File: config.mk
export PLATFORM = sky130hd
export DESIGN_NAME = wrb_regfile
export DESIGN_NICKNAME = d
export VERILOG_FILES = /design/src/logic/pcore_isa_pkg.sv /design/src/logic/pcore_pipe_pkg.sv /design/src/logic/wrb_regfile.sv
export VERILOG_INCLUDE_DIRS = /design/src /design/src/logic
export SDC_FILE = /design/constraint.sdc
export NUM_CORES = 2
export LEC_CHECK = 0
export BUFFER_PORTS_ARGS = -buffer_cell sky130_fd_sc_hd__buf_4
export CAP_MARGIN = 20
export CORE_MARGIN = 8
export CORE_UTILIZATION = 60
export CTS_BUF_LIST = sky130_fd_sc_hd__clkbuf_4
export CTS_CLUSTER_DIAMETER = 120
export DETAILED_ROUTE_END_ITERATION = 7
export GPL_TIMING_DRIVEN = 1
export PLACE_DENSITY = 0.78
export RECOVER_POWER = 25
export SYNTH_ARGS = -nofsm -noshare
export SYNTH_HDL_FRONTEND = slang
export SYNTH_SLANG_ARGS = --single-unit
File: constraint.sdc
create_clock -name clk -period 5.3 [get_ports clk]
set_input_delay 0.795 -clock clk [delete_from_list [all_inputs] [get_ports clk]]
set_output_delay 0.795 -clock clk [all_outputs]
set_load 0.005 [all_outputs]
File: src/logic/pcore_consts.svh
// Pipeline slice constants
`ifndef PCORE_CONSTS_SVH
`define PCORE_CONSTS_SVH

// Data word width
`define PCORE_XLEN 32

// Register file index width
`define PCORE_REG_AW 5

// Data memory word-address width, 64 words
`define PCORE_DMEM_AW 6

// Cycles from a load/store request to its acknowledge
`define PCORE_MEM_LAT 2

`endif
File: src/logic/pcore_isa_pkg.sv
// Instruction set types
`include "pcore_consts.svh"

package pcore_isa_pkg;

    typedef logic [`PCORE_XLEN-1:0] word_t;
    typedef logic [`PCORE_REG_AW-1:0] reg_addr_t;
    typedef logic [31:0] instr_t;
    typedef logic [`PCORE_DMEM_AW-1:0] dmem_addr_t;

    // RV32I major opcodes handled by the slice
    typedef enum logic [6:0] {
        OPC_OP     = 7'b0110011,
        OPC_OP_IMM = 7'b0010011,
        OPC_LOAD   = 7'b0000011,
        OPC_STORE  = 7'b0100011
    } opcode_e;

    typedef enum logic {
        ALU_ADD = 1'b0,
        ALU_SUB = 1'b1
    } alu_op_e;

endpackage

File: src/logic/pcore_pipe_pkg.sv
// Pipeline and hazard structs
package pcore_pipe_pkg;

    typedef struct packed {
        logic                     valid;
        pcore_isa_pkg::alu_op_e   alu_op;
        pcore_isa_pkg::reg_addr_t rs1_addr;
        pcore_isa_pkg::reg_addr_t rs2_addr;
        logic                     use_rs1;
        logic                     use_rs2;
        pcore_isa_pkg::word_t     rs1_data;
        pcore_isa_pkg::word_t     rs2_data;
        pcore_isa_pkg::word_t     imm;
        pcore_isa_pkg::reg_addr_t rd_addr;
        logic                     rd_wr_req;
        logic                     is_load;
        logic                     is_store;
    } id2exe_s;

    typedef struct packed {
        logic                     valid;
        pcore_isa_pkg::reg_addr_t rd_addr;
        logic                     rd_wr_req;
        logic                     is_load;
        logic                     is_store;
        // Also the memory address for loads and stores
        pcore_isa_pkg::word_t     result;
        pcore_isa_pkg::word_t     store_data;
    } exe2lsu_s;

    typedef struct packed {
        logic                     valid;
        pcore_isa_pkg::reg_addr_t rd_addr;
        logic                     rd_wr_req;
        pcore_isa_pkg::word_t     data;
    } lsu2wrb_s;

    typedef struct packed {
        pcore_isa_pkg::reg_addr_t rs1_addr;
        pcore_isa_pkg::reg_addr_t rs2_addr;
        logic                     use_rs1;
        logic                     use_rs2;
    } exe2fwd_s;

    typedef struct packed {
        pcore_isa_pkg::reg_addr_t rd_addr;
        logic                     rd_wr_req;
        logic                     lsu_req;
        logic                     lsu_ack;
    } lsu2fwd_s;

    typedef struct packed {
        pcore_isa_pkg::reg_addr_t rd_addr;
        logic                     rd_wr_req;
    } wrb2fwd_s;

    typedef struct packed {
        logic fwd_lsu_rs1;
        logic fwd_lsu_rs2;
        logic fwd_wrb_rs1;
        logic fwd_wrb_rs2;
    } fwd2exe_s;

    typedef struct packed {
        logic id2exe_stall;
        logic exe2lsu_stall;
        logic exe2lsu_flush;
    } fwd2pipe_s;

endpackage

File: src/logic/wrb_regfile.sv
// Register file and writeback
module wrb_regfile (
    input  logic                     clk,
    input  logic                     rst_n,
    input  pcore_pipe_pkg::lsu2wrb_s lsu2wrb_i,
    input  pcore_isa_pkg::reg_addr_t rs1_addr_i,
    input  pcore_isa_pkg::reg_addr_t rs2_addr_i,
    output pcore_isa_pkg::word_t     rs1_data_o,
    output pcore_isa_pkg::word_t     rs2_data_o,
    output pcore_pipe_pkg::wrb2fwd_s wrb2fwd_o,
    output pcore_isa_pkg::word_t     wrb_fwd_data_o,
    output logic                     wrb_valid_o,
    output pcore_isa_pkg::reg_addr_t wrb_rd_o,
    output pcore_isa_pkg::word_t     wrb_data_o
);

    pcore_isa_pkg::word_t regs [1:31];
    logic                 wr_en;

    assign wr_en = lsu2wrb_i.valid & lsu2wrb_i.rd_wr_req & (|lsu2wrb_i.rd_addr);

    always_ff @(posedge clk) begin
        if (!rst_n) begin
            regs <= '{default: '0};
        end else if (wr_en) begin
            regs[lsu2wrb_i.rd_addr] <= lsu2wrb_i.data;
        end
    end

    // Write-first reads, x0 hardwired to zero
    assign rs1_data_o = (rs1_addr_i == '0) ? '0
                      : (wr_en && rs1_addr_i == lsu2wrb_i.rd_addr) ? lsu2wrb_i.data
                      : regs[rs1_addr_i];
    assign rs2_data_o = (rs2_addr_i == '0) ? '0
                      : (wr_en && rs2_addr_i == lsu2wrb_i.rd_addr) ? lsu2wrb_i.data
                      : regs[rs2_addr_i];

    assign wrb2fwd_o.rd_addr   = lsu2wrb_i.rd_addr;
    assign wrb2fwd_o.rd_wr_req = lsu2wrb_i.valid & lsu2wrb_i.rd_wr_req;
    assign wrb_fwd_data_o      = lsu2wrb_i.data;

    assign wrb_valid_o = wr_en;
    assign wrb_rd_o    = lsu2wrb_i.rd_addr;
    assign wrb_data_o  = lsu2wrb_i.data;

endmodule

# Word level (Yosys, flattened, before mapping)
# Cells that the tools add are included.
[word_totals] latch_bits=0 rom_bits=0 output_inout_bits=140 regBits=992 mem_count=0 input_bits=51 mem_bits_rw=0 word_cells=61
[classes] order_cmp=4 muxes=13 n_eq_ne=2 bitwise=5 reduce_logical=6 multipliers=0 div=0 shifts=0 addsub=0
[op_table] cell="bitwise mux 992 bit" count=1
[op_table] cell="binary-select mux 32 bit (select 5 bit)" count=2
[op_table] cell="2-to-1 mux 32 bit" count=9
[op_table] cell="demux 32 bit (select 5 bit)" count=1
[op_table] cell="greater-or-equal comparator 6 bit, second input constant" count=3
[op_table] cell="inverter 5 -> 6 bit" count=3
[op_table] cell="== test 5 bit" count=2
[op_table] cell="zero test 5 bit" count=2
[op_table] cell="< comparator 6 x 1 -> 1 bit, second input constant" count=1
[op_table] cell="OR reduction 5 bit" count=1
[op_table] cell="logical AND 1 bit" count=3
[op_table] cell="bitwise AND 1 bit" count=2

# Depth between registers and ports, before layout
[depth] ltp_word=6 mapped_depth=9 depth_no_buf=6

# Least setup slack after synthesis
# No wires, ideal clock.
[synth_path] path_kind="input to output" start="in rs2_addr_i[0]" end="out rs2_data_o[15]" path_slack_ns=2.143 n_path_buf=3 cell_stages=8 t_required_ns=4.505 arrival_ns=2.362 path_cell_list="buf_4 -> buf_4 -> buf_2 -> mux4_2 -> mux2i_1 -> nand2_1 -> o2111ai_1 -> o211ai_1"
[synth_via] elab_chain_len=6 word_cells_on_any_way=9 classes_between="1 x eq/ne; 5 x mux; 1 x bitwise; 2 x reduce/logical"
[synth_rtl] element="from (decl)" line_no="wrb_regfile.sv:7" rtl="input pcore_isa_pkg::reg_addr_t rs2_addr_i,"
[synth_rtl] element="inverter 5 -> 6 bit (implied by the code)" line_no="wrb_regfile.sv:36" rtl=": regs[rs2_addr_i];"
[synth_rtl] element="binary-select mux 32 bit (select 5 bit)" line_no="wrb_regfile.sv:36"
[synth_rtl] element="2-to-1 mux 32 bit (implied by the code) (2 in series)" line_no="wrb_regfile.sv:36"
[synth_rtl] element="2-to-1 mux 32 bit" line_no="wrb_regfile.sv:35" rtl=": (wr_en && rs2_addr_i == lsu2wrb_i.rd_addr) ? lsu2wrb_i.data"
[synth_rtl] element="2-to-1 mux 32 bit (*)" line_no="wrb_regfile.sv:34" rtl="assign rs2_data_o = (rs2_addr_i == '0) ? '0"
[synth_rtl] element="to (decl)" line_no="wrb_regfile.sv:9" rtl="output pcore_isa_pkg::word_t rs2_data_o,"
# Every way passes the cells marked *; elsewhere a longest branch is shown, timed or not. The select of a mux whose other input is x is not followed.

# Worst setup path in the final report
[layout_path] start="in rs2_addr_i[2]" end="out rs2_data_o[8]"
# The elaborated chain is that of the path after synthesis.

==> out/qor.yml <==
grt_pass1_wl_um: 310000
layout-drive-gt1-share: 0.219
stdcell_count: 7314
multi_input_comb_area_um2: 31300
ys_types: 63
ff2ff_setup_slack_ns: 4.50
cp-startpoint: "rs2_addr_i[2]"
grt_overflow: 0
cts_made_buffers: 285
r2r_cells: 2
path_class: "input pin to output pin"
post_cts_buffers: 0
fillerInstances: 7310
final_nets: 6007
wl_per_cell_um: 29.0
report.final.setup_viol: 0
ant_nets: 0
cp_top_family: "compound AO/OA/AOI/OAI gates"
synth.most_common_cell: "nand2_1"
rows: 110
crit_chain: "clkbuf_8, nor2_1, a21oi_1, nand2_1, o211ai_1, buf_4"
synthToLayoutAreaGrowth_pct: 8.33
path_clk_slew_ns: 0.07
synth_seq_cells: 992
reg_top3: "regs x992"
ir_drop_mv: 0.235
holdCritPathClass: "input pin to flip-flop"
violations: "design-rule violations, max-capacitance violations, max-slew violations"
vias_per_cell: 6.95
cp_max_fo: 62
min_path_cells: 3
synth_area_um2: 54400
initial_core_util: 0.604
post-route-drc-count: 13
cpMaxStageDelayCell: "o211ai_1"
synth_edf_count: 0
place_area_um2: 55500
io_buffers: 190
synth.yosys.seq_area_share: 0.365
critPathRequiredTime_ns: 4.51
path_buf_inv: 2
clockRootBuffer: "clkbuf_4"
timing.setup.tns_ns: 0
final_area_um2: 58900
syn_inst: 6041
dieArea_um2: 101000
max_clock_freq_mhz: 210
die_h_um: 317
finalHoldViolCount: 0
path_depth: 6
arrival_ns: 3.96
htree_levels: 5
period_needed_ns: 4.75
pre_cts_slack_ns: 0.906
rr_startpoint: "regs[605]"
top_register: "regs"
grt_pass1_vias: 49170
post-route-period-util: 0.897
core-area_um2: 90000
clock_latency_ns: 1.22
ys_dominant_reg_cell: "dfxtp_1"
ys_warn_count: 0
largest_reg_flops: 992
worstMarginPinSlew_ns: 3.17
rr_endpoint: "regs[605]"
fin_ws_ns: 0.547
cp-start-kind: "input pin"
vias: 50833
gr-usage-all-layers: 0.411
skew_ns: 0
endpoint_kind: "output pin"
slowest_delay_ns: 1.18
io_pins: 191
cts.repair.resized: 0
p_per_area_nw_per_um2: 276
gp_congestion: 1.01
synth_top_cell_area_share: 0.365
yosysTopAreaCell: "dfxtp_1"
clock_path_buffers: 4
dp_hpwl_um: 127000
cp-endpoint: "rs2_data_o[8]"
wirelength_um: 212000
placed_cells: 6836
max-cap-violations: 16
antenna_found_initial: 10
status: "complete, but fails checks"
drt_pass1_iterations: 8
ctsHoldBuffers: 0
max_slew_margin: -1.12
drv_slew: 325
grt_max_degree: 159
cts_tree: "yes"
yosys-top-cells-count: "nand2_1 (2103), dfxtp_1 (992), a21boi_0 (713)"
p_leak_uw: 0.0197
regArea_um2: 19900
async_reset_ff_frac: 0
avgSynthCellArea_um2: 9.01
rsz0062_at_grt: "no"
synth_area_leaders: "dfxtp_1 (36%), mux4_2 (16%), nand2_1 (15%), a21boi_0 (9.8%), a21boi_1 (3.9%)"
synth_nets: 6092
drt_iter0_markers: 8053
cts_sinks: 992
die_x_um: 317
-- power breakdown --
part	switching (uW)	internal (uW)	total, uW
Combinational	1080	563	1650
Sequential	23.8	7480	7510
Clock	3340	3750	7090
Total	4450	11800	16200
-- layer usage --
metal | routed length (um) | part of all wire | GRT usage | vias up
li1 | - | - | - | 21009
met1 | 71500 | 0.34 | 0.489 | 24133
met2 | 88000 | 0.42 | 0.584 | 4451
met3 | 33400 | 0.16 | 0.168 | 1230
met4 | 18900 | 0.089 | 0.325 | 10
met5 | 66 | 0.00031 | 0.00197 | -
-- cells by family (layout without fill, tap and decap cells) --
group / Yosys count / after routing / share of synthesized area
other: 0 / 14 / 0
flip-flops: 992 / 992 / 0.365
AO/OA/AOI/OAI: 1412 / 1412 / 0.197
AND/OR/NAND/NOR: 2290 / 2290 / 0.164
buffers and inverters: 720 / 803 / 0.0642
XOR/XNOR: 10 / 10 / 0.00161
multiplexers: 617 / 617 / 0.207
-- final cells by class --
type / count / area share
Multi-Input combinational cell: 4329 / 0.530
Inverter: 5 / 0.000318
Clock buffer: 423 / 0.0539
Sequential cell: 992 / 0.337
Antenna cell: 14 / 0.000594
Clock inverter: 32 / 0.00342
Timing Repair Buffer: 343 / 0.0498
Tap cell: 1176 / 0.0250
-- through the flow --
stage	util	total power, uW	hold slack (ns)
floorplan	-	8660	0.441
global placement	0.617	9220	0.447
detailed placement	0.617	9230	0.457
CTS	0.654	16100	0.00166
global route	0.655	16700	0.00852
finish	0.655	16200	0.00830
-- how the worst min path moves through the flow --
stage                  startpoint   endpoint  slack [ns]
floorplan                 regs[1]    regs[1]        0.44
global placement        regs[772]  regs[772]        0.45
detailed placement       regs[86]   regs[86]        0.46
CTS                 lsu2wrb_i[14]  regs[654]       0.002
global route        lsu2wrb_i[11]  regs[651]       0.009
finish              lsu2wrb_i[18]  regs[722]       0.008
-- placed cells by master, fill, tap and decap left out, types with 66 or more instances in the layout --
cell      Yosys  final
mux4_2      396    396
clkbuf_4      0    423
nand2_1    2103   2084
buf_4       119    304
a221oi_1     66     66
a22oi_1      85     85
a21boi_0    713    789
mux2_2      116    116
a21boi_1    281    205
dfxtp_1     992    992
mux2i_1      95     95
-- tightest hold or removal path, cell delays in order --
cell	delay [ns]
buf_4	0.24
nand2_1	0.10
a21boi_1	0.06
(Power assumes the default switching activity.)
