**src/logic/pcore_consts.svh**
```systemverilog
// Pipeline slice constants
`ifndef PCORE_CONSTS_SVH
`define PCORE_CONSTS_SVH

// Data word width
`define PCORE_XLEN 32

// Register file index width
`define PCORE_REG_AW 5

// Data memory word-address width, 64 words
`define PCORE_DMEM_AW 6

// Cycles from a load/store request to its acknowledge
`define PCORE_MEM_LAT 2

`endif
```
**src/logic/pcore_isa_pkg.sv**
```systemverilog
// Instruction set types
`include "pcore_consts.svh"

package pcore_isa_pkg;

    typedef logic [`PCORE_XLEN-1:0] word_t;
    typedef logic [`PCORE_REG_AW-1:0] reg_addr_t;
    typedef logic [31:0] instr_t;
    typedef logic [`PCORE_DMEM_AW-1:0] dmem_addr_t;

    // RV32I major opcodes handled by the slice
    typedef enum logic [6:0] {
        OPC_OP     = 7'b0110011,
        OPC_OP_IMM = 7'b0010011,
        OPC_LOAD   = 7'b0000011,
        OPC_STORE  = 7'b0100011
    } opcode_e;

    typedef enum logic {
        ALU_ADD = 1'b0,
        ALU_SUB = 1'b1
    } alu_op_e;

endpackage

```
**src/logic/pcore_pipe_pkg.sv**
```systemverilog
// Pipeline and hazard structs
package pcore_pipe_pkg;

    typedef struct packed {
        logic                     valid;
        pcore_isa_pkg::alu_op_e   alu_op;
        pcore_isa_pkg::reg_addr_t rs1_addr;
        pcore_isa_pkg::reg_addr_t rs2_addr;
        logic                     use_rs1;
        logic                     use_rs2;
        pcore_isa_pkg::word_t     rs1_data;
        pcore_isa_pkg::word_t     rs2_data;
        pcore_isa_pkg::word_t     imm;
        pcore_isa_pkg::reg_addr_t rd_addr;
        logic                     rd_wr_req;
        logic                     is_load;
        logic                     is_store;
    } id2exe_s;

    typedef struct packed {
        logic                     valid;
        pcore_isa_pkg::reg_addr_t rd_addr;
        logic                     rd_wr_req;
        logic                     is_load;
        logic                     is_store;
        // Also the memory address for loads and stores
        pcore_isa_pkg::word_t     result;
        pcore_isa_pkg::word_t     store_data;
    } exe2lsu_s;

    typedef struct packed {
        logic                     valid;
        pcore_isa_pkg::reg_addr_t rd_addr;
        logic                     rd_wr_req;
        pcore_isa_pkg::word_t     data;
    } lsu2wrb_s;

    typedef struct packed {
        pcore_isa_pkg::reg_addr_t rs1_addr;
        pcore_isa_pkg::reg_addr_t rs2_addr;
        logic                     use_rs1;
        logic                     use_rs2;
    } exe2fwd_s;

    typedef struct packed {
        pcore_isa_pkg::reg_addr_t rd_addr;
        logic                     rd_wr_req;
        logic                     lsu_req;
        logic                     lsu_ack;
    } lsu2fwd_s;

    typedef struct packed {
        pcore_isa_pkg::reg_addr_t rd_addr;
        logic                     rd_wr_req;
    } wrb2fwd_s;

    typedef struct packed {
        logic fwd_lsu_rs1;
        logic fwd_lsu_rs2;
        logic fwd_wrb_rs1;
        logic fwd_wrb_rs2;
    } fwd2exe_s;

    typedef struct packed {
        logic id2exe_stall;
        logic exe2lsu_stall;
        logic exe2lsu_flush;
    } fwd2pipe_s;

endpackage

```
**src/logic/id_decode.sv**
```systemverilog
// Instruction decode stage
module id_decode (
    input  logic                      clk,
    input  logic                      rst_n,
    input  pcore_isa_pkg::instr_t     instr_i,
    input  logic                      instr_valid_i,
    output pcore_isa_pkg::reg_addr_t  rf_rs1_addr_o,
    output pcore_isa_pkg::reg_addr_t  rf_rs2_addr_o,
    input  pcore_isa_pkg::word_t      rf_rs1_data_i,
    input  pcore_isa_pkg::word_t      rf_rs2_data_i,
    input  pcore_pipe_pkg::fwd2pipe_s fwd2pipe_i,
    output pcore_pipe_pkg::id2exe_s   id2exe_o
);

    pcore_isa_pkg::instr_t   ir_q;
    logic                    ir_valid_q;
    logic                    stall;
    pcore_pipe_pkg::id2exe_s dec;
    pcore_pipe_pkg::id2exe_s id2exe_q;

    assign stall = fwd2pipe_i.id2exe_stall;

    // Instruction register, held with the rest of the front end
    always_ff @(posedge clk) begin
        if (!rst_n) begin
            ir_valid_q <= 1'b0;
        end else if (!stall) begin
            ir_valid_q <= instr_valid_i;
        end
    end

    always_ff @(posedge clk) begin
        if (!stall) begin
            ir_q <= instr_i;
        end
    end

    // While held, the read ports refetch the operands of the waiting
    // execute instruction so that writes retiring beneath it are picked up
    assign rf_rs1_addr_o = stall ? id2exe_q.rs1_addr : ir_q[19:15];
    assign rf_rs2_addr_o = stall ? id2exe_q.rs2_addr : ir_q[24:20];

    always_comb begin
        dec          = '0;
        dec.alu_op   = pcore_isa_pkg::ALU_ADD;
        dec.rs1_addr = ir_q[19:15];
        dec.rs2_addr = ir_q[24:20];
        dec.rd_addr  = ir_q[11:7];
        dec.rs1_data = rf_rs1_data_i;
        dec.rs2_data = rf_rs2_data_i;
        dec.imm      = pcore_isa_pkg::word_t'($signed(ir_q[31:20]));
        if (ir_valid_q) begin
            case (pcore_isa_pkg::opcode_e'(ir_q[6:0]))
                pcore_isa_pkg::OPC_OP: begin
                    if (ir_q[14:12] == 3'b000 && ir_q[31:25] inside {7'h00, 7'h20}) begin
                        dec.valid     = 1'b1;
                        dec.use_rs1   = 1'b1;
                        dec.use_rs2   = 1'b1;
                        dec.rd_wr_req = 1'b1;
                        dec.alu_op    = ir_q[30] ? pcore_isa_pkg::ALU_SUB
                                                 : pcore_isa_pkg::ALU_ADD;
                    end
                end
                pcore_isa_pkg::OPC_OP_IMM: begin
                    if (ir_q[14:12] == 3'b000) begin
                        dec.valid     = 1'b1;
                        dec.use_rs1   = 1'b1;
                        dec.rd_wr_req = 1'b1;
                    end
                end
                pcore_isa_pkg::OPC_LOAD: begin
                    // Word loads only
                    if (ir_q[14:12] == 3'b010) begin
                        dec.valid     = 1'b1;
                        dec.use_rs1   = 1'b1;
                        dec.rd_wr_req = 1'b1;
                        dec.is_load   = 1'b1;
                    end
                end
                pcore_isa_pkg::OPC_STORE: begin
                    if (ir_q[14:12] == 3'b010) begin
                        dec.valid    = 1'b1;
                        dec.use_rs1  = 1'b1;
                        dec.use_rs2  = 1'b1;
                        dec.is_store = 1'b1;
                        dec.imm      = pcore_isa_pkg::word_t'(
                                           $signed({ir_q[31:25], ir_q[11:7]}));
                    end
                end
                default: begin
                end
            endcase
        end
    end

    always_ff @(posedge clk) begin
        if (!rst_n) begin
            id2exe_q.valid     <= 1'b0;
            id2exe_q.use_rs1   <= 1'b0;
            id2exe_q.use_rs2   <= 1'b0;
            id2exe_q.rd_wr_req <= 1'b0;
            id2exe_q.is_load   <= 1'b0;
            id2exe_q.is_store  <= 1'b0;
        end else if (!stall) begin
            id2exe_q <= dec;
        end else begin
            id2exe_q.rs1_data <= rf_rs1_data_i;
            id2exe_q.rs2_data <= rf_rs2_data_i;
        end
    end

    assign id2exe_o = id2exe_q;

endmodule

```
**config.mk**
```make
export PLATFORM = sky130hd
export DESIGN_NAME = id_decode
export DESIGN_NICKNAME = d
export VERILOG_FILES = /design/src/logic/pcore_isa_pkg.sv /design/src/logic/pcore_pipe_pkg.sv /design/src/logic/id_decode.sv
export VERILOG_INCLUDE_DIRS = /design/src /design/src/logic
export SDC_FILE = /design/constraint.sdc
export NUM_CORES = 1
export LEC_CHECK = 0
export BUFFER_PORTS_ARGS = -buffer_cell sky130_fd_sc_hd__buf_2
export CAP_MARGIN = 10
export CORE_UTILIZATION = 45
export DETAILED_ROUTE_END_ITERATION = 10
export PLACE_DENSITY = 0.9
export RECOVER_POWER = 50
export SYNTH_ARGS = -nofsm -noshare
export SYNTH_HDL_FRONTEND = slang
export SYNTH_SLANG_ARGS = --single-unit
```
**constraint.sdc**
```tcl
create_clock -name clk -period 2.9 [get_ports clk]
set_input_delay 0.58 -clock clk [delete_from_list [all_inputs] [get_ports clk]]
set_output_delay 0.58 -clock clk [all_outputs]
set_load 0.02 [all_outputs]
```
=== After elaboration in Yosys (flattened, before gate mapping) ===
Cells that the tools add are included.

* Bits in registers: 131
* Latch bits: 0
* RAM bits: 0
* Memory bits (read-only): 0
* Bits of input ports: 102
* Output and inout port bits: 128
* Logic and storage cells: 51
* Memories kept: 0

* Add/sub/neg operators: 0
* $mul: 0
* Div/mod/pow operators: 0
* $lt $le $gt $ge: 0
* Equality and inequality tests: 6
* Shift-type cells: 0
* Mux-type cells: 22
* Bitwise logic cells: 1
* Reductions and logical operators: 7

{| class="wikitable"
|+ Operators with widths
! operator !! number
|-
| $mux W5 || 5
|-
| $eq A7 B6 Y1 const B || 3
|-
| $mux W2 || 5
|-
| $eq A7 B2 Y1 const B || 1
|-
| $eq A7 B5 Y1 const B || 1
|-
| $logic_not A7 Y1 || 1
|-
| $mux W1 || 7
|-
| $pmux W1 S3 || 2
|-
| $pmux W1 S4 || 1
|-
| $eq A3 B2 Y1 const B || 1
|-
| $logic_not A3 Y1 || 1
|-
| $mux W3 || 1
|-
| $reduce_and A3 Y1 || 1
|-
| $pmux W1 S2 || 1
|-
| $reduce_and A2 Y1 || 1
|-
| $reduce_bool A2 Y1 || 1
|-
| $reduce_or A2 Y1 || 1
|-
| $logic_and A1 B1 Y1 || 1
|-
| $not A1 Y1 || 1
|}

=== Longest topological paths before layout ===
* Depth in word-level cells: 6
* Depth in mapped cells: 5
* Gate-level depth less buffers: 4

=== Worst setup path before layout ===
OpenSTA, ideal clock, no wires.

* Path type: input port to flip-flop
* Start: in fwd2pipe_i[2] in the netlist's numbering
* End: reg id2exe_q (netlist bit id2exe_o[117])
* Data arrival time: 2.442 ns
* Required time: 2.843 ns
* Slack: 0.401 ns
* Cell stages on the path: 4
* Path buffers: 0
* Path through: nor2b_1 > and3_1 > a32o_1 > a21o_1

{| class="wikitable"
|+ RTL lines
! element !! RTL line !! source
|-
| from (decl) || id_decode.sv:11 || <nowiki>input pcore_pipe_pkg::fwd2pipe_s fwd2pipe_i,</nowiki>
|-
| to (decl) || id_decode.sv:19 || <nowiki>pcore_pipe_pkg::id2exe_s id2exe_q;</nowiki>
|}

=== Final worst setup path ===
* Start: in fwd2pipe_i[2] in the netlist's numbering
* End: out rf_rs1_addr_o[4]

* Word-level cells in the longest chain between the ends: 1

{| class="wikitable"
|+ RTL lines
! element !! RTL line !! source
|-
| $mux W5 || id_decode.sv:40 || <nowiki>assign rf_rs1_addr_o = stall ? id2exe_q.rs1_addr : ir_q[19:15];</nowiki>
|-
| to (decl) || id_decode.sv:7 || <nowiki>output pcore_isa_pkg::reg_addr_t rf_rs1_addr_o,</nowiki>
|}

No other way between the ends.

==> flow_summary.yaml <==
clock_network:
  cts-root-buf: "clkbuf_8"
  post_cts_buffers: 0
  hold_buffers: 0
  clkSlewWorstSetupHoldPaths_ns: 0.06
  cts_buffers: 17
  cts_buffer_depth: 2
  cts-resized-gates: 0
  clk_latency_ns: 0.50
  cts_tree: "built"
  cts.sinks: 130
  h-tree-depth: 4
timing:
  max_freq_mhz: 478
  fin_crit_sh: 0.721
  drv_slew: 71
  rsz0062_at_grt: "no"
  slew_headroom: -0.0966
  skew_ns: 0.00740
  final.setup.tns_ns: 0
  setup-violations-final: 0
  hold_viol: 0
  tightest_slew_ns: 1.64
  period_needed_ns: 2.09
  fin_hold_ws_ns: 0.253
global_routing:
  grt_max_degree: 71
  antenna_found_initial: 0
  grt_pass1_vias: 2612
  grt_pass1_wl_mm: 12.8
  grt_use_total: 0.176
  grt-ovfl-total: 0
logic_synthesis:
  yosysSeqAreaShare: 0.862
  syn_inst: 202
  yosys_warnings: 0
  yosysTopAreaCell: "edfxtp_1"
  syn_avg_cell_area_um2: 22.1
  synth_cell_type_count: 28
  synth_seq_cells: 130
  synth_area_um2: 4460
  synthTopCellsByArea: "edfxtp_1, buf_4, dfxtp_1"
  ys.flop_type: "edfxtp_1"
  netlist.area_leader.share: 0.835
  synth-edff-count: 124
  synth_nets: 304
  synthArstFlopShare: 0
  synth.most_common_cell: "edfxtp_1"
  synth_common_cells: "edfxtp_1, buf_4, dfxtp_1, mux2_2, mux2_4"
die:
  coreArea_um2: 9420
  row_count: 35
  ioPinCount: 230
  dieArea_um2: 10300
  fp.dieH_um: 102
  die_x_um: 102
  initial_core_util: 0.474
routing:
  ant_nets: 0
  viasPerCell: 4.59
  firstDrtPassIters: 4
  drt-total-wl_mm: 9.32
  drt-initial-drc-count: 77
  num_vias: 2618
  drc: 0
  wl_per_cell_um: 16.3
placement:
  place_inst: 538
  port_buffers: 227
  gp_congestion: 0.782
  hpwl_mm: 6.79
cells_and_area:
  syn2layout_area_growth_pct: 39.6
  nNetsFinal: 530
  num_antenna_cells: 0
  drive_gt1_frac: 0.617
  postLayoutCoreUtil: 0.661
  fin_cells: 570
worst_setup_path:
  cp_max_fo: 20
  critPathArrivalTime_ns: 1.51
  worstSetupPathType: "in -> out"
  cp-end-kind: "output port"
  critPathRequiredTime_ns: 2.32
  start_kind: "input pin"
power:
  p_sw_frac: 0.224
  p_seq_frac: 0.465
  switching_power_w: 0.00108
  intPower_w: 0.00375
  power.density_nw_per_um2: 777
  leakagePower_nw: 2.64
  p_comb_frac: 0.080
  p_clk_frac: 0.456
  ir_drop_uv: 515
hold_path:
  min_path_type: "in -> reg"
run:
  cap_viol_max_count: 1
outcome:
  violations: "max-capacitance violations, max-slew violations"
  status: "finished, violations left"
## registers in the layout, summed over array words and instances (netlist names)
register	cells
id2exe_o	97
ir_q	32
ir_valid_q	1
## per-stage QoR
stage / cell area (um^2) / power [W] / setup WS (ns)
after CTS: 6230 / 0.00488 / 0.777
after floorplan: 4460 / 0.00248 / 0.401
final: 6220 / 0.00484 / 0.810
after global placement: 5610 / 0.00266 / 0.818
after detailed placement: 5610 / 0.00268 / 0.774
after global routing: 6220 / 0.00498 / 0.731
## layer usage
metal  track usage  routed length (um)  part of all wire
met3        0.0766                 642             0.069
met5             0                   0                 0
met2         0.317                5120              0.55
met4        0.0669                 128             0.014
met1         0.181                3430              0.37
## worst max-delay path: stages
cell and delay, ns:
buf_2 0.37, mux2_2 0.39, buf_2 0.16
## path summary, 6_finish.rpt
kind | start | cells after the start | slack, ns | to
max | fwd2pipe_i[2] | 3 | 0.81 | rf_rs1_addr_o[4]
min | rf_rs2_data_i[4] | 1 | 0.25 | id2exe_o[44]
max reg2reg | ir_q[12] | 3 | 1.21 | id2exe_o[9]
min reg2reg | ir_q[7] | 0 | 0.45 | id2exe_o[3]
## cells by family (layout without fill, tap and decap cells)
logic type,after synthesis,count (layout),share of synthesized area
AND/OR/NAND/NOR,21,21,0.0359
buffers and inverters,26,265,0.0401
flip-flops,130,130,0.862
AO/OA/AOI/OAI,9,9,0.0177
multiplexers,16,16,0.0443
## power groups by stage
stage | sequential (W) | clock, W | combinational [W]
floorplan | 0.00239 | 0 | 0.0000894
global placement | 0.00228 | 0 | 0.000381
detailed placement | 0.00229 | 0 | 0.000391
CTS | 0.00225 | 0.00224 | 0.000392
global route | 0.00226 | 0.00230 | 0.000409
finish | 0.00225 | 0.00220 | 0.000385
## area by class of cell
class | count | area [um^2]
repair buffers | 230 | 1150
clock buffers | 18 | 418
multi-input cells | 46 | 437
well taps | 129 | 161
fillers | 690 | 3190
inverters | 3 | 11.3
clock inverters | 14 | 203
flip-flops and latches | 130 | 3840
## placed cells by master, fill, tap and decap left out, types with 2 or more instances in the layout
cell type / synthesis / final
a21o_1: 2 / 2
a32o_1: 3 / 3
and2_1: 2 / 2
buf_2: 2 / 222
buf_4: 21 / 2
bufinv_16: 0 / 4
clkbuf_1: 0 / 6
clkbuf_16: 0 / 16
clkinv_4: 0 / 2
clkinvlp_4: 0 / 4
dfxtp_1: 6 / 6
edfxtp_1: 124 / 124
inv_1: 3 / 3
inv_6: 0 / 4
mux2_1: 4 / 4
mux2_2: 6 / 6
mux2_4: 5 / 5
nand2_1: 4 / 4
nand2b_1: 2 / 2
nor2b_1: 3 / 3
nor4_1: 2 / 2
Power figures use the tool's default switching activity.
