==> config.mk <==
export PLATFORM = sky130hd
export DESIGN_NAME = exe_alu
export DESIGN_NICKNAME = d
export VERILOG_FILES = /design/src/logic/pcore_isa_pkg.sv /design/src/logic/pcore_pipe_pkg.sv /design/src/logic/exe_alu.sv
export VERILOG_INCLUDE_DIRS = /design/src /design/src/logic
export SDC_FILE = /design/constraint.sdc
export NUM_CORES = 1
export LEC_CHECK = 0
export BUFFER_PORTS_ARGS = -buffer_cell sky130_fd_sc_hd__buf_2
export CELL_PAD_IN_SITES_DETAIL_PLACEMENT = 1
export CELL_PAD_IN_SITES_GLOBAL_PLACEMENT = 1
export CORE_ASPECT_RATIO = 1.25
export CORE_MARGIN = 2
export CORE_UTILIZATION = 36
export CTS_CLUSTER_SIZE = 8
export DETAILED_ROUTE_END_ITERATION = 10
export GPL_TIMING_DRIVEN = 0
export PLACE_DENSITY = 0.86
export SLEW_MARGIN = 10
export SYNTH_ARGS = -nofsm -noshare
export SYNTH_HDL_FRONTEND = slang
export SYNTH_SLANG_ARGS = --single-unit
==> constraint.sdc <==
create_clock -name clk -period 7.4 [get_ports clk]
set_input_delay 0.37 -clock clk [delete_from_list [all_inputs] [get_ports clk]]
set_output_delay 0.37 -clock clk [all_outputs]
set_load 0.02 [all_outputs]
==> src/logic/pcore_consts.svh <==
// Pipeline slice constants
`ifndef PCORE_CONSTS_SVH
`define PCORE_CONSTS_SVH

// Data word width
`define PCORE_XLEN 32

// Register file index width
`define PCORE_REG_AW 5

// Data memory word-address width, 64 words
`define PCORE_DMEM_AW 6

// Cycles from a load/store request to its acknowledge
`define PCORE_MEM_LAT 2

`endif
==> src/logic/pcore_isa_pkg.sv <==
// Instruction set types
`include "pcore_consts.svh"

package pcore_isa_pkg;

    typedef logic [`PCORE_XLEN-1:0] word_t;
    typedef logic [`PCORE_REG_AW-1:0] reg_addr_t;
    typedef logic [31:0] instr_t;
    typedef logic [`PCORE_DMEM_AW-1:0] dmem_addr_t;

    // RV32I major opcodes handled by the slice
    typedef enum logic [6:0] {
        OPC_OP     = 7'b0110011,
        OPC_OP_IMM = 7'b0010011,
        OPC_LOAD   = 7'b0000011,
        OPC_STORE  = 7'b0100011
    } opcode_e;

    typedef enum logic {
        ALU_ADD = 1'b0,
        ALU_SUB = 1'b1
    } alu_op_e;

endpackage

==> src/logic/pcore_pipe_pkg.sv <==
// Pipeline and hazard structs
package pcore_pipe_pkg;

    typedef struct packed {
        logic                     valid;
        pcore_isa_pkg::alu_op_e   alu_op;
        pcore_isa_pkg::reg_addr_t rs1_addr;
        pcore_isa_pkg::reg_addr_t rs2_addr;
        logic                     use_rs1;
        logic                     use_rs2;
        pcore_isa_pkg::word_t     rs1_data;
        pcore_isa_pkg::word_t     rs2_data;
        pcore_isa_pkg::word_t     imm;
        pcore_isa_pkg::reg_addr_t rd_addr;
        logic                     rd_wr_req;
        logic                     is_load;
        logic                     is_store;
    } id2exe_s;

    typedef struct packed {
        logic                     valid;
        pcore_isa_pkg::reg_addr_t rd_addr;
        logic                     rd_wr_req;
        logic                     is_load;
        logic                     is_store;
        // Also the memory address for loads and stores
        pcore_isa_pkg::word_t     result;
        pcore_isa_pkg::word_t     store_data;
    } exe2lsu_s;

    typedef struct packed {
        logic                     valid;
        pcore_isa_pkg::reg_addr_t rd_addr;
        logic                     rd_wr_req;
        pcore_isa_pkg::word_t     data;
    } lsu2wrb_s;

    typedef struct packed {
        pcore_isa_pkg::reg_addr_t rs1_addr;
        pcore_isa_pkg::reg_addr_t rs2_addr;
        logic                     use_rs1;
        logic                     use_rs2;
    } exe2fwd_s;

    typedef struct packed {
        pcore_isa_pkg::reg_addr_t rd_addr;
        logic                     rd_wr_req;
        logic                     lsu_req;
        logic                     lsu_ack;
    } lsu2fwd_s;

    typedef struct packed {
        pcore_isa_pkg::reg_addr_t rd_addr;
        logic                     rd_wr_req;
    } wrb2fwd_s;

    typedef struct packed {
        logic fwd_lsu_rs1;
        logic fwd_lsu_rs2;
        logic fwd_wrb_rs1;
        logic fwd_wrb_rs2;
    } fwd2exe_s;

    typedef struct packed {
        logic id2exe_stall;
        logic exe2lsu_stall;
        logic exe2lsu_flush;
    } fwd2pipe_s;

endpackage

==> src/logic/exe_alu.sv <==
// Execute stage with forwarding
module exe_alu (
    input  logic                      clk,
    input  logic                      rst_n,
    input  pcore_pipe_pkg::id2exe_s   id2exe_i,
    input  pcore_pipe_pkg::fwd2exe_s  fwd2exe_i,
    input  pcore_isa_pkg::word_t      lsu_fwd_data_i,
    input  pcore_isa_pkg::word_t      wrb_fwd_data_i,
    input  pcore_pipe_pkg::fwd2pipe_s fwd2pipe_i,
    output pcore_pipe_pkg::exe2fwd_s  exe2fwd_o,
    output pcore_pipe_pkg::exe2lsu_s  exe2lsu_o
);

    pcore_isa_pkg::word_t     rs1_val;
    pcore_isa_pkg::word_t     rs2_val;
    pcore_isa_pkg::word_t     opnd_b;
    pcore_isa_pkg::word_t     result;
    pcore_pipe_pkg::exe2lsu_s exe2lsu_q;

    // Load/store stage data is the younger value and wins
    always_comb begin
        if (fwd2exe_i.fwd_lsu_rs1) begin
            rs1_val = lsu_fwd_data_i;
        end else if (fwd2exe_i.fwd_wrb_rs1) begin
            rs1_val = wrb_fwd_data_i;
        end else begin
            rs1_val = id2exe_i.rs1_data;
        end
        if (fwd2exe_i.fwd_lsu_rs2) begin
            rs2_val = lsu_fwd_data_i;
        end else if (fwd2exe_i.fwd_wrb_rs2) begin
            rs2_val = wrb_fwd_data_i;
        end else begin
            rs2_val = id2exe_i.rs2_data;
        end
    end

    // Stores take rs2 as data, so their second operand is the offset
    assign opnd_b = (id2exe_i.use_rs2 && !id2exe_i.is_store) ? rs2_val : id2exe_i.imm;
    assign result = (id2exe_i.alu_op == pcore_isa_pkg::ALU_SUB) ? rs1_val - opnd_b
                                                                : rs1_val + opnd_b;

    assign exe2fwd_o.rs1_addr = id2exe_i.rs1_addr;
    assign exe2fwd_o.rs2_addr = id2exe_i.rs2_addr;
    assign exe2fwd_o.use_rs1  = id2exe_i.use_rs1;
    assign exe2fwd_o.use_rs2  = id2exe_i.use_rs2;

    always_ff @(posedge clk) begin
        if (!rst_n) begin
            exe2lsu_q.valid     <= 1'b0;
            exe2lsu_q.rd_wr_req <= 1'b0;
            exe2lsu_q.is_load   <= 1'b0;
            exe2lsu_q.is_store  <= 1'b0;
        end else if (!fwd2pipe_i.exe2lsu_stall) begin
            if (fwd2pipe_i.exe2lsu_flush) begin
                // Bubble behind a load that is still in flight
                exe2lsu_q.valid     <= 1'b0;
                exe2lsu_q.rd_wr_req <= 1'b0;
                exe2lsu_q.is_load   <= 1'b0;
                exe2lsu_q.is_store  <= 1'b0;
            end else begin
                exe2lsu_q.valid      <= id2exe_i.valid;
                exe2lsu_q.rd_addr    <= id2exe_i.rd_addr;
                exe2lsu_q.rd_wr_req  <= id2exe_i.rd_wr_req;
                exe2lsu_q.is_load    <= id2exe_i.is_load;
                exe2lsu_q.is_store   <= id2exe_i.is_store;
                exe2lsu_q.result     <= result;
                exe2lsu_q.store_data <= rs2_val;
            end
        end
    end

    assign exe2lsu_o = exe2lsu_q;

endmodule

* After elaboration in Yosys (flattened, before gate mapping) *
Index checks and enable logic that the tools add are counted.

storage, ports and cells
  register bits = 73
  input port bits = 191
  output and inout bits = 85
  word-level logic and storage cells = 22

operators by class
  multiplexer cells = 8
  add/subtract/negate cells = 2
  bitwise gates (word level) = 2
  reductions and logical operators = 3

operators by type and width
  cell                 count
  2-to-1 mux 32 bit    6
  adder 32 bit         1
  subtractor 32 bit    1
  2-to-1 mux 3 bit     1
  AND reduction 3 bit  1
  NOT 1 bit            2
  logical AND 1 bit    1
  zero test 1 bit      1
  2-to-1 mux 1 bit     1

* Longest topological paths before layout *
Gate-level depths: netlist of run 1.

  depth after elaboration = 5
  gate-level depth with buffers = 24
  depth with buffers taken out = 20

* Worst setup path before layout of run 1 *
No wires, ideal clock.

  kind = in2reg
  start point = input port id2exe_i[104] in the netlist's numbering
  end point = register exe2lsu_q (netlist bit exe2lsu_o[52]) (data pin)
  stages = 22
  arrival time = 5.170 ns
  required time = 7.261 ns
  library setup time = 0.139 ns
  path buffers = 5
  setup slack = 2.091 ns
  cell sequence = nor2b_1 -> buf_2 -> buf_2 -> buf_1 -> buf_1 -> mux2i_1 -> ha_1 -> inv_1 -> nor3_1 -> and3_1 -> and2_1 -> a21oi_1 -> xor2_1 -> ha_1 -> clkbuf_1 -> a21o_1 -> a21oi_1 -> nor2b_1 -> a21oi_1 -> o21ai_0 -> or4b_2 -> nand4b_1

on the way
  cells in the longest elaborated chain, start to end = 4
  elaborated cells between the ends (all ways) = 5
  classes of those cells = 2 x add/sub; 2 x mux; 1 x reduce/logical

RTL lines
  item                                               RTL line                      source
  start, declared                                    exe_alu.sv:5                  input pcore_pipe_pkg::id2exe_s id2exe_i,
  logical AND 1 bit *                                exe_alu.sv:39                 assign opnd_b = (id2exe_i.use_rs2 && !id2exe_i.is_store) ? rs2_val : id2exe_i.imm;
  2-to-1 mux 32 bit *                                exe_alu.sv:39
  adder 32 bit or subtractor 32 bit (tied branches)  exe_alu.sv:41, exe_alu.sv:40
  2-to-1 mux 32 bit *                                exe_alu.sv:40                 assign result = (id2exe_i.alu_op == pcore_isa_pkg::ALU_SUB) ? rs1_val - opnd_b
  named net result[20]                               exe_alu.sv:17                 pcore_isa_pkg::word_t result;
  end, declared                                      exe_alu.sv:18                 pcore_pipe_pkg::exe2lsu_s exe2lsu_q;

Mark *: on every way through the listed nets, which the timed path passes. The rest lies on a longest branch.
A chain may end at the register's enable or synchronous reset.

* Worst setup path in the final report of run 1 *
Ends and elaborated chain as after synthesis.

==> impl_results.md, run 1 <==
* Core area at 17500 µm²
* Status: completed
* Slew HR at 31.6%
* Die height at 154 µm
* Reg2reg start: exe2lsu_o[72]
* Clock Skews at 0 ps
* Grt ovf at 0
* Reg clk slew, reported paths at 70 ps
* Fmax at 143 MHz
* CTS resizes at 0
* CTS tree: built
* Placement row count at 54
* Unrepaired setup endpoints after global routing: no
* Layout cell share with drive strength beyond 1 at 32.7%
* Top post-synthesis cells by count: mux2i_1, nand2_1, edfxtp_1
* Main synth FF type: edfxtp_1
* Initial DRC Count at 274
* Later-pin clock latency in the skew report at 350 ps
* Slew Limit Fails at 0
* Gr usage total at 26.3%
* Post-CTS Hold Buffers at 0
* Warnings, synthesis at 0
* Final Cycle Share at 94.6%
* Drt drc at 0
* Die area at 19000 µm²
* Syn_area_per_cell at 9.19 µm²
* Largest net degree at the start of global routing at 39
* Cell variety after synth at 67
* Worst path max stage delay at 710 ps
* Initial Utilization at 36.8%
* Syn Nets at 925
* CP Cell Sequence: buf_2 > nor2b_1 > buf_2 > buf_2 > buf_1 > buf_1 > mux2i_1 > ha_1 > inv_1 > nor3_1 > and3_1 > and2_1 > a21oi_1 > xor2_1 > ha_1 > clkbuf_1 > a21o_1 > a21oi_1 > nor2b_1 > a21oi_1 > o21ai_0 > or4b_2 > nand4b_1
* Endpoints failing setup at 0
* IO buf count at 259
* First-pass GRT wire length at 37400 µm
* Routability cong. at 0.941
* Crit path kind: in -> reg
* Yosys reg bits at 73
* Critical path peak fanout at 10
* DRT Wirelength at 25300 µm
* Ports at 276
* Post-synth ARST share at 0%
* Post-DRT Antenna Nets at 0
* WP data arrival at 7200 ps
* Crit start category: input port
* Cell family with the largest share of critical-path delay: buffers and inverters
* Post-DP HPWL at 20200 µm
* Final hold violation count at 0
* CTS buffer count at 9
* Static Leak at 0.00386 µW
* Worst Reg-to-Reg Cells at 2
* Tightest Hold Check Type: in -> reg
* Initial antenna violation count at 9
* Die width at 124 µm
* Drt wl/cell at 20.9 µm
* P&R area growth vs syn at 30.4%
* Clk root buf: clkbuf_16
* Mapped cell area at 6440 µm²
* Fin util at 48.0%
* Register-to-register setup slack at 6740 ps
* Worst setup EP type: register
* Number of flip-flops in the largest register at 73
* Router iterations before antenna repair at 5
* WHS Endpoint: exe2lsu_o[69]
* Peak supply drop at 0.000108 V
* Post-synthesis sequential area ratio at 33.4%
* Post-synthesis cell count at 701
* H-tree depth at 3
* Setup Fix Bufs, Post-CTS at 0
* Fin nets at 1196
* Setup TNS at 0 ps
* Post-synth EDFFs at 69
* Slew @ Worst Pin at 1030 ps
* Req. time, crit path at 7600 ps
* Hold wc startpoint: id2exe_i[5]
* Synth area leader: edfxtp_1
* PD cells at 199 nW/µm²
* Count leader, synth: mux2i_1
* Filler cell count at 2171
* Deepest clock path buffer count at 2
* Tmin final at 7000 ps
* Vias in the first global route at 6950
* Hold depth at 1
* Slowest-stage cell, CP: buf_1
* Share of the synthesized area in the top cell type at 32.2%
* Max capacitance violation total at 0
* Worst path bufs/invs at 7
* Vias/cell at 5.36
* Clk sink count at 73
* Top post-synthesis cells by area: edfxtp_1, mux2i_1, ha_1
* Vias post-DR at 6485
* FF-to-FF End: exe2lsu_o[72]
[metrics by stage]
stage	hold slack, ps	instance area (µm²)	setup WS [ps]	cells	total power, µW
floorplan	469	6440	2090	701	951
global placement	487	8020	230	1184	1140
detailed placement	503	8040	190	1185	1160
CTS	182	8380	468	1201	1680
global route	179	8400	22.8	1208	1760
finish	191	8400	401	1210	1670
[where the power goes]
part | internal (µW) | switching (µW)
clock network | 331 | 183
registers | 509 | 7.68
logic | 258 | 385
total | 1100 | 576
[worst max-delay path by stage]
stage,from,cells after the start,end
5_1_grt,id2exe_i[104],23,exe2lsu_o[52]
4_1_cts,id2exe_i[104],23,exe2lsu_o[52]
3_3_place_gp,id2exe_i[104],23,exe2lsu_o[52]
6_report,id2exe_i[104],23,exe2lsu_o[52]
3_5_place_dp,id2exe_i[104],23,exe2lsu_o[52]
2_1_floorplan,id2exe_i[104],22,exe2lsu_o[52]
[per-layer routing]
metal | vias to the layer above | track usage (%) | part of all wire [%] | routed length, µm
met5 | - | 0 | 0 | 0
met4 | 0 | 10.2 | 3.3 | 844
met3 | 45 | 4.97 | 6.6 | 1660
li1 | 3093 | - | - | -
met2 | 254 | 48.8 | 53 | 13300
met1 | 3093 | 28.9 | 38 | 9520
[cells by family (layout without fill, tap and decap cells)]
kind of cell	count (synthesis)	count (layout)	synth area share, %
AO/OA/AOI/OAI	189	189	17.8
XOR/XNOR	57	57	7.75
adder cells (fa/ha/maj)	33	33	6.53
buffers and inverters	72	348	5.44
flip-flops	73	73	33.4
multiplexers	91	91	14.6
other	0	9	0
AND/OR/NAND/NOR	186	186	14.5
[cell type report]
type | count | area, µm² | share of cell area, %
multi-input cells | 556 | 3940 | 46.9
flip-flops and latches | 73 | 2150 | 25.6
clock inverters | 5 | 106 | 1.27
well taps | 224 | 280 | 3.34
diodes | 9 | 22.5 | 0.268
clock buffers | 11 | 233 | 2.77
inverters | 26 | 97.6 | 1.16
plain buffers | 46 | 253 | 3.01
repair buffers | 260 | 1320 | 15.7
[cell usage in the layout (no fill, tap or decap), types with 17 or more instances in the layout]
cell type and count:
a21o_1 17, a21oi_1 49, buf_2 266, clkbuf_1 20
edfxtp_1 69, ha_1 32, inv_1 26, mux2i_1 83
nand2_1 82, nor2_1 34, o21ai_0 64, xnor2_1 29
xor2_1 28
(Power assumes the default switching activity.)
==> run 2: changes to the inputs <==
ABC_AREA = 1   (was default)
CORE_UTILIZATION = 35   (was 36)
==> run 2 against run 1 <==
Clock skew is the same; register-to-register slack is essentially flat; maximum frequency grew 64%; cell area grew 9.3%; sequential cell count is the same; sequential power is essentially flat; hold slack lost 1.1 ps; synthesized cell count grew 50%; via count grew 26%; synthesized area grew 11%.
==> impl_results.md, run 2 <==
* Slew @ Worst Pin at 599 ps
* Total power draw at 1660 µW
* Post-DP HPWL at 24400 µm
* Warnings, synthesis at 0
* Setup TNS at 0 ps
* WP data arrival at 4360 ps
* Status: completed
* Slowest-stage cell, CP: o211ai_1
* Vias/cell at 5.07
* Clk sink count at 73
* Number of flip-flops in the largest register at 73
* Reg2reg start: exe2lsu_o[72]
* Slew Limit Fails at 0
* Syn Nets at 1276
* Vias post-DR at 8168
* Commonest non-fill, non-tap cell in the layout: nand2_1
* Top post-synthesis cells by area: edfxtp_1, nand2_1, a21oi_1
* Vias in the first global route at 8622
* Routability cong. at 0.938
* IO buf count at 262
* Syn_area_per_cell at 6.82 µm²
* Post-CTS Hold Buffers at 0
* DRT Wirelength at 29100 µm
* Share of the synthesized area in the top cell type at 28.9%
* Top post-synthesis cells by count: nand2_1, inv_1, a21oi_1
* Tmin final at 4260 ps
* Endpoints failing setup at 0
* Crit start category: input port
* Static Leak at 0.00461 µW
* Register-to-register setup slack at 6750 ps
* CTS resizes at 0
* Setup Fix Bufs, Post-CTS at 0
* Initial Utilization at 35.7%
* Initial DRC Count at 373
* WHS Endpoint: exe2lsu_o[71]
* Post-synth ARST share at 0%
* Slew HR at 60.0%
* Main synth FF type: edfxtp_1
* Synth area leader: edfxtp_1
* Filler cell count at 2740
* Fmax at 235 MHz
* Worst Reg-to-Reg Cells at 1
* FF-to-FF End: exe2lsu_o[72]
* Layout Cells excl Fill at 1611
* Drt wl/cell at 18.1 µm
* Initial antenna violation count at 2
* Yosys reg bits at 73
* Post-synthesis sequential area ratio at 30.0%
* Worst path max stage delay at 430 ps
* Crit path kind: in -> reg
* Largest net degree at the start of global routing at 14
* Router iterations before antenna repair at 5
* Reg clk slew, reported paths at 60 ps
* Post-synth EDFFs at 69
* Clk root buf: clkbuf_16
* H-tree depth at 3
* Die width at 132 µm
* Fin nets at 1556
* Most frequent cells in the layout: nand2_1, buf_2, inv_1
* Peak supply drop at 0.000117 V
* Critical path peak fanout at 10
* Cell variety after synth at 46
* CTS buffer count at 9
* Hold depth at 1
* Count leader, synth: nand2_1
* Placed Cells at 1591
* Hold wc startpoint: id2exe_i[7]
* Tightest Hold Check Type: in -> reg
* Drt drc at 0
* Worst setup EP type: register
* Core area at 20100 µm²
* CP dominant cell by count: nand2_1
* Die height at 164 µm
* Post-DRT Antenna Nets at 0
* Layout cell share with drive strength beyond 1 at 27.6%
* PD cells at 181 nW/µm²
* Placement row count at 58
* Ports at 276
* Die area at 21700 µm²
* Mapped cell area at 7180 µm²
* Final hold slack at 190 ps
* Post-synthesis cell count at 1052
* Clock Skews at 0 ps
* Final Cycle Share at 57.6%
* Unrepaired setup endpoints after global routing: no
* First-pass GRT wire length at 44800 µm
* P&R area growth vs syn at 27.9%
* Gr usage total at 26.6%
* Req. time, crit path at 7500 ps
* Max capacitance violation total at 0
* CTS tree: built
* Deepest clock path buffer count at 2
* Later-pin clock latency in the skew report at 350 ps
* Grt ovf at 0
* Final hold violation count at 0
-- run 2: cell count changes after synthesis, sizes merged, moves of 48 or more --
cell,previous run,this run
a21oi,49,97
inv,26,105
mux2i,84,1
nand2,82,335
nand3,6,96
nor2,35,110
-- run 2: metal layers --
metal	global-route usage [%]	vias to the layer above	wire length, µm
met5	0	-	0
met4	10.6	0	887
met3	4.10	57	1440
met2	49.6	264	15200
met1	30.3	3853	11600
li1	-	3994	-
-- run 2: worst max-delay path by stage --
stage / slack [ps] / endpoint / cells after the start / from
finish: 3140 / exe2lsu_o[59] / 25 / id2exe_i[104]
detailed placement: 2870 / exe2lsu_o[63] / 26 / id2exe_i[104]
global placement: -1420 / exe2lsu_o[25] / 2 / fwd2pipe_i[1]
floorplan: 1150 / exe2lsu_o[0] / 1 / fwd2pipe_i[1]
global route: 2850 / exe2lsu_o[59] / 25 / id2exe_i[104]
CTS: 3210 / exe2lsu_o[63] / 26 / id2exe_i[104]
-- run 2: where the power goes --
group / switching [µW] / total, µW / leakage (µW) / internal, µW
Sequential: 7.78 / 517 / 0.000670 / 510
Clock: 186 / 421 / 0.000128 / 235
Combinational: 468 / 720 / 0.00382 / 252
-- run 2: per-stage QoR --
| step | area [µm²] | setup slack (ps) | utilization (%) |
|---|---|---|---|
| 2_1_floorplan | 7180 | 1150 | - |
| 3_5_place_dp | 8890 | 2870 | 44.2 |
| 4_1_cts | 9170 | 3210 | 45.6 |
| 3_3_place_gp | 8830 | -1420 | 43.9 |
| 5_1_grt | 9180 | 2850 | 45.6 |
| 6_report | 9180 | 3140 | 45.7 |
-- run 2: cell families after synthesis --
logic type               synth area share, %
AND/OR/NAND/NOR                         36.7
AO/OA/AOI/OAI                           12.2
buffers and inverters                   9.33
flip-flops                              30.0
XOR/XNOR                                5.74
adder cells (fa/ha/maj)                 5.86
multiplexers                           0.139
-- run 2: area by class of cell --
class | count | area, µm² | area share, %
Buffer | 47 | 272 | 2.96
Tap cell | 270 | 338 | 3.68
Timing Repair Buffer | 269 | 1380 | 15.0
Sequential cell | 73 | 2150 | 23.4
Antenna cell | 4 | 10.0 | 0.109
Inverter | 106 | 398 | 4.33
Clock inverter | 5 | 32.5 | 0.354
Clock buffer | 11 | 243 | 2.64
Multi-Input combinational cell | 826 | 4360 | 47.5
-- run 2: worst max-delay path: cells and delay by family --
| family | cells | cell delay [ps] |
|---|---|---|
| buf+inv | 6 | 700 |
| xor+xnor | 1 | 150 |
| compound gates | 3 | 740 |
| fa+ha+maj | 2 | 570 |
| simple gates | 13 | 1810 |
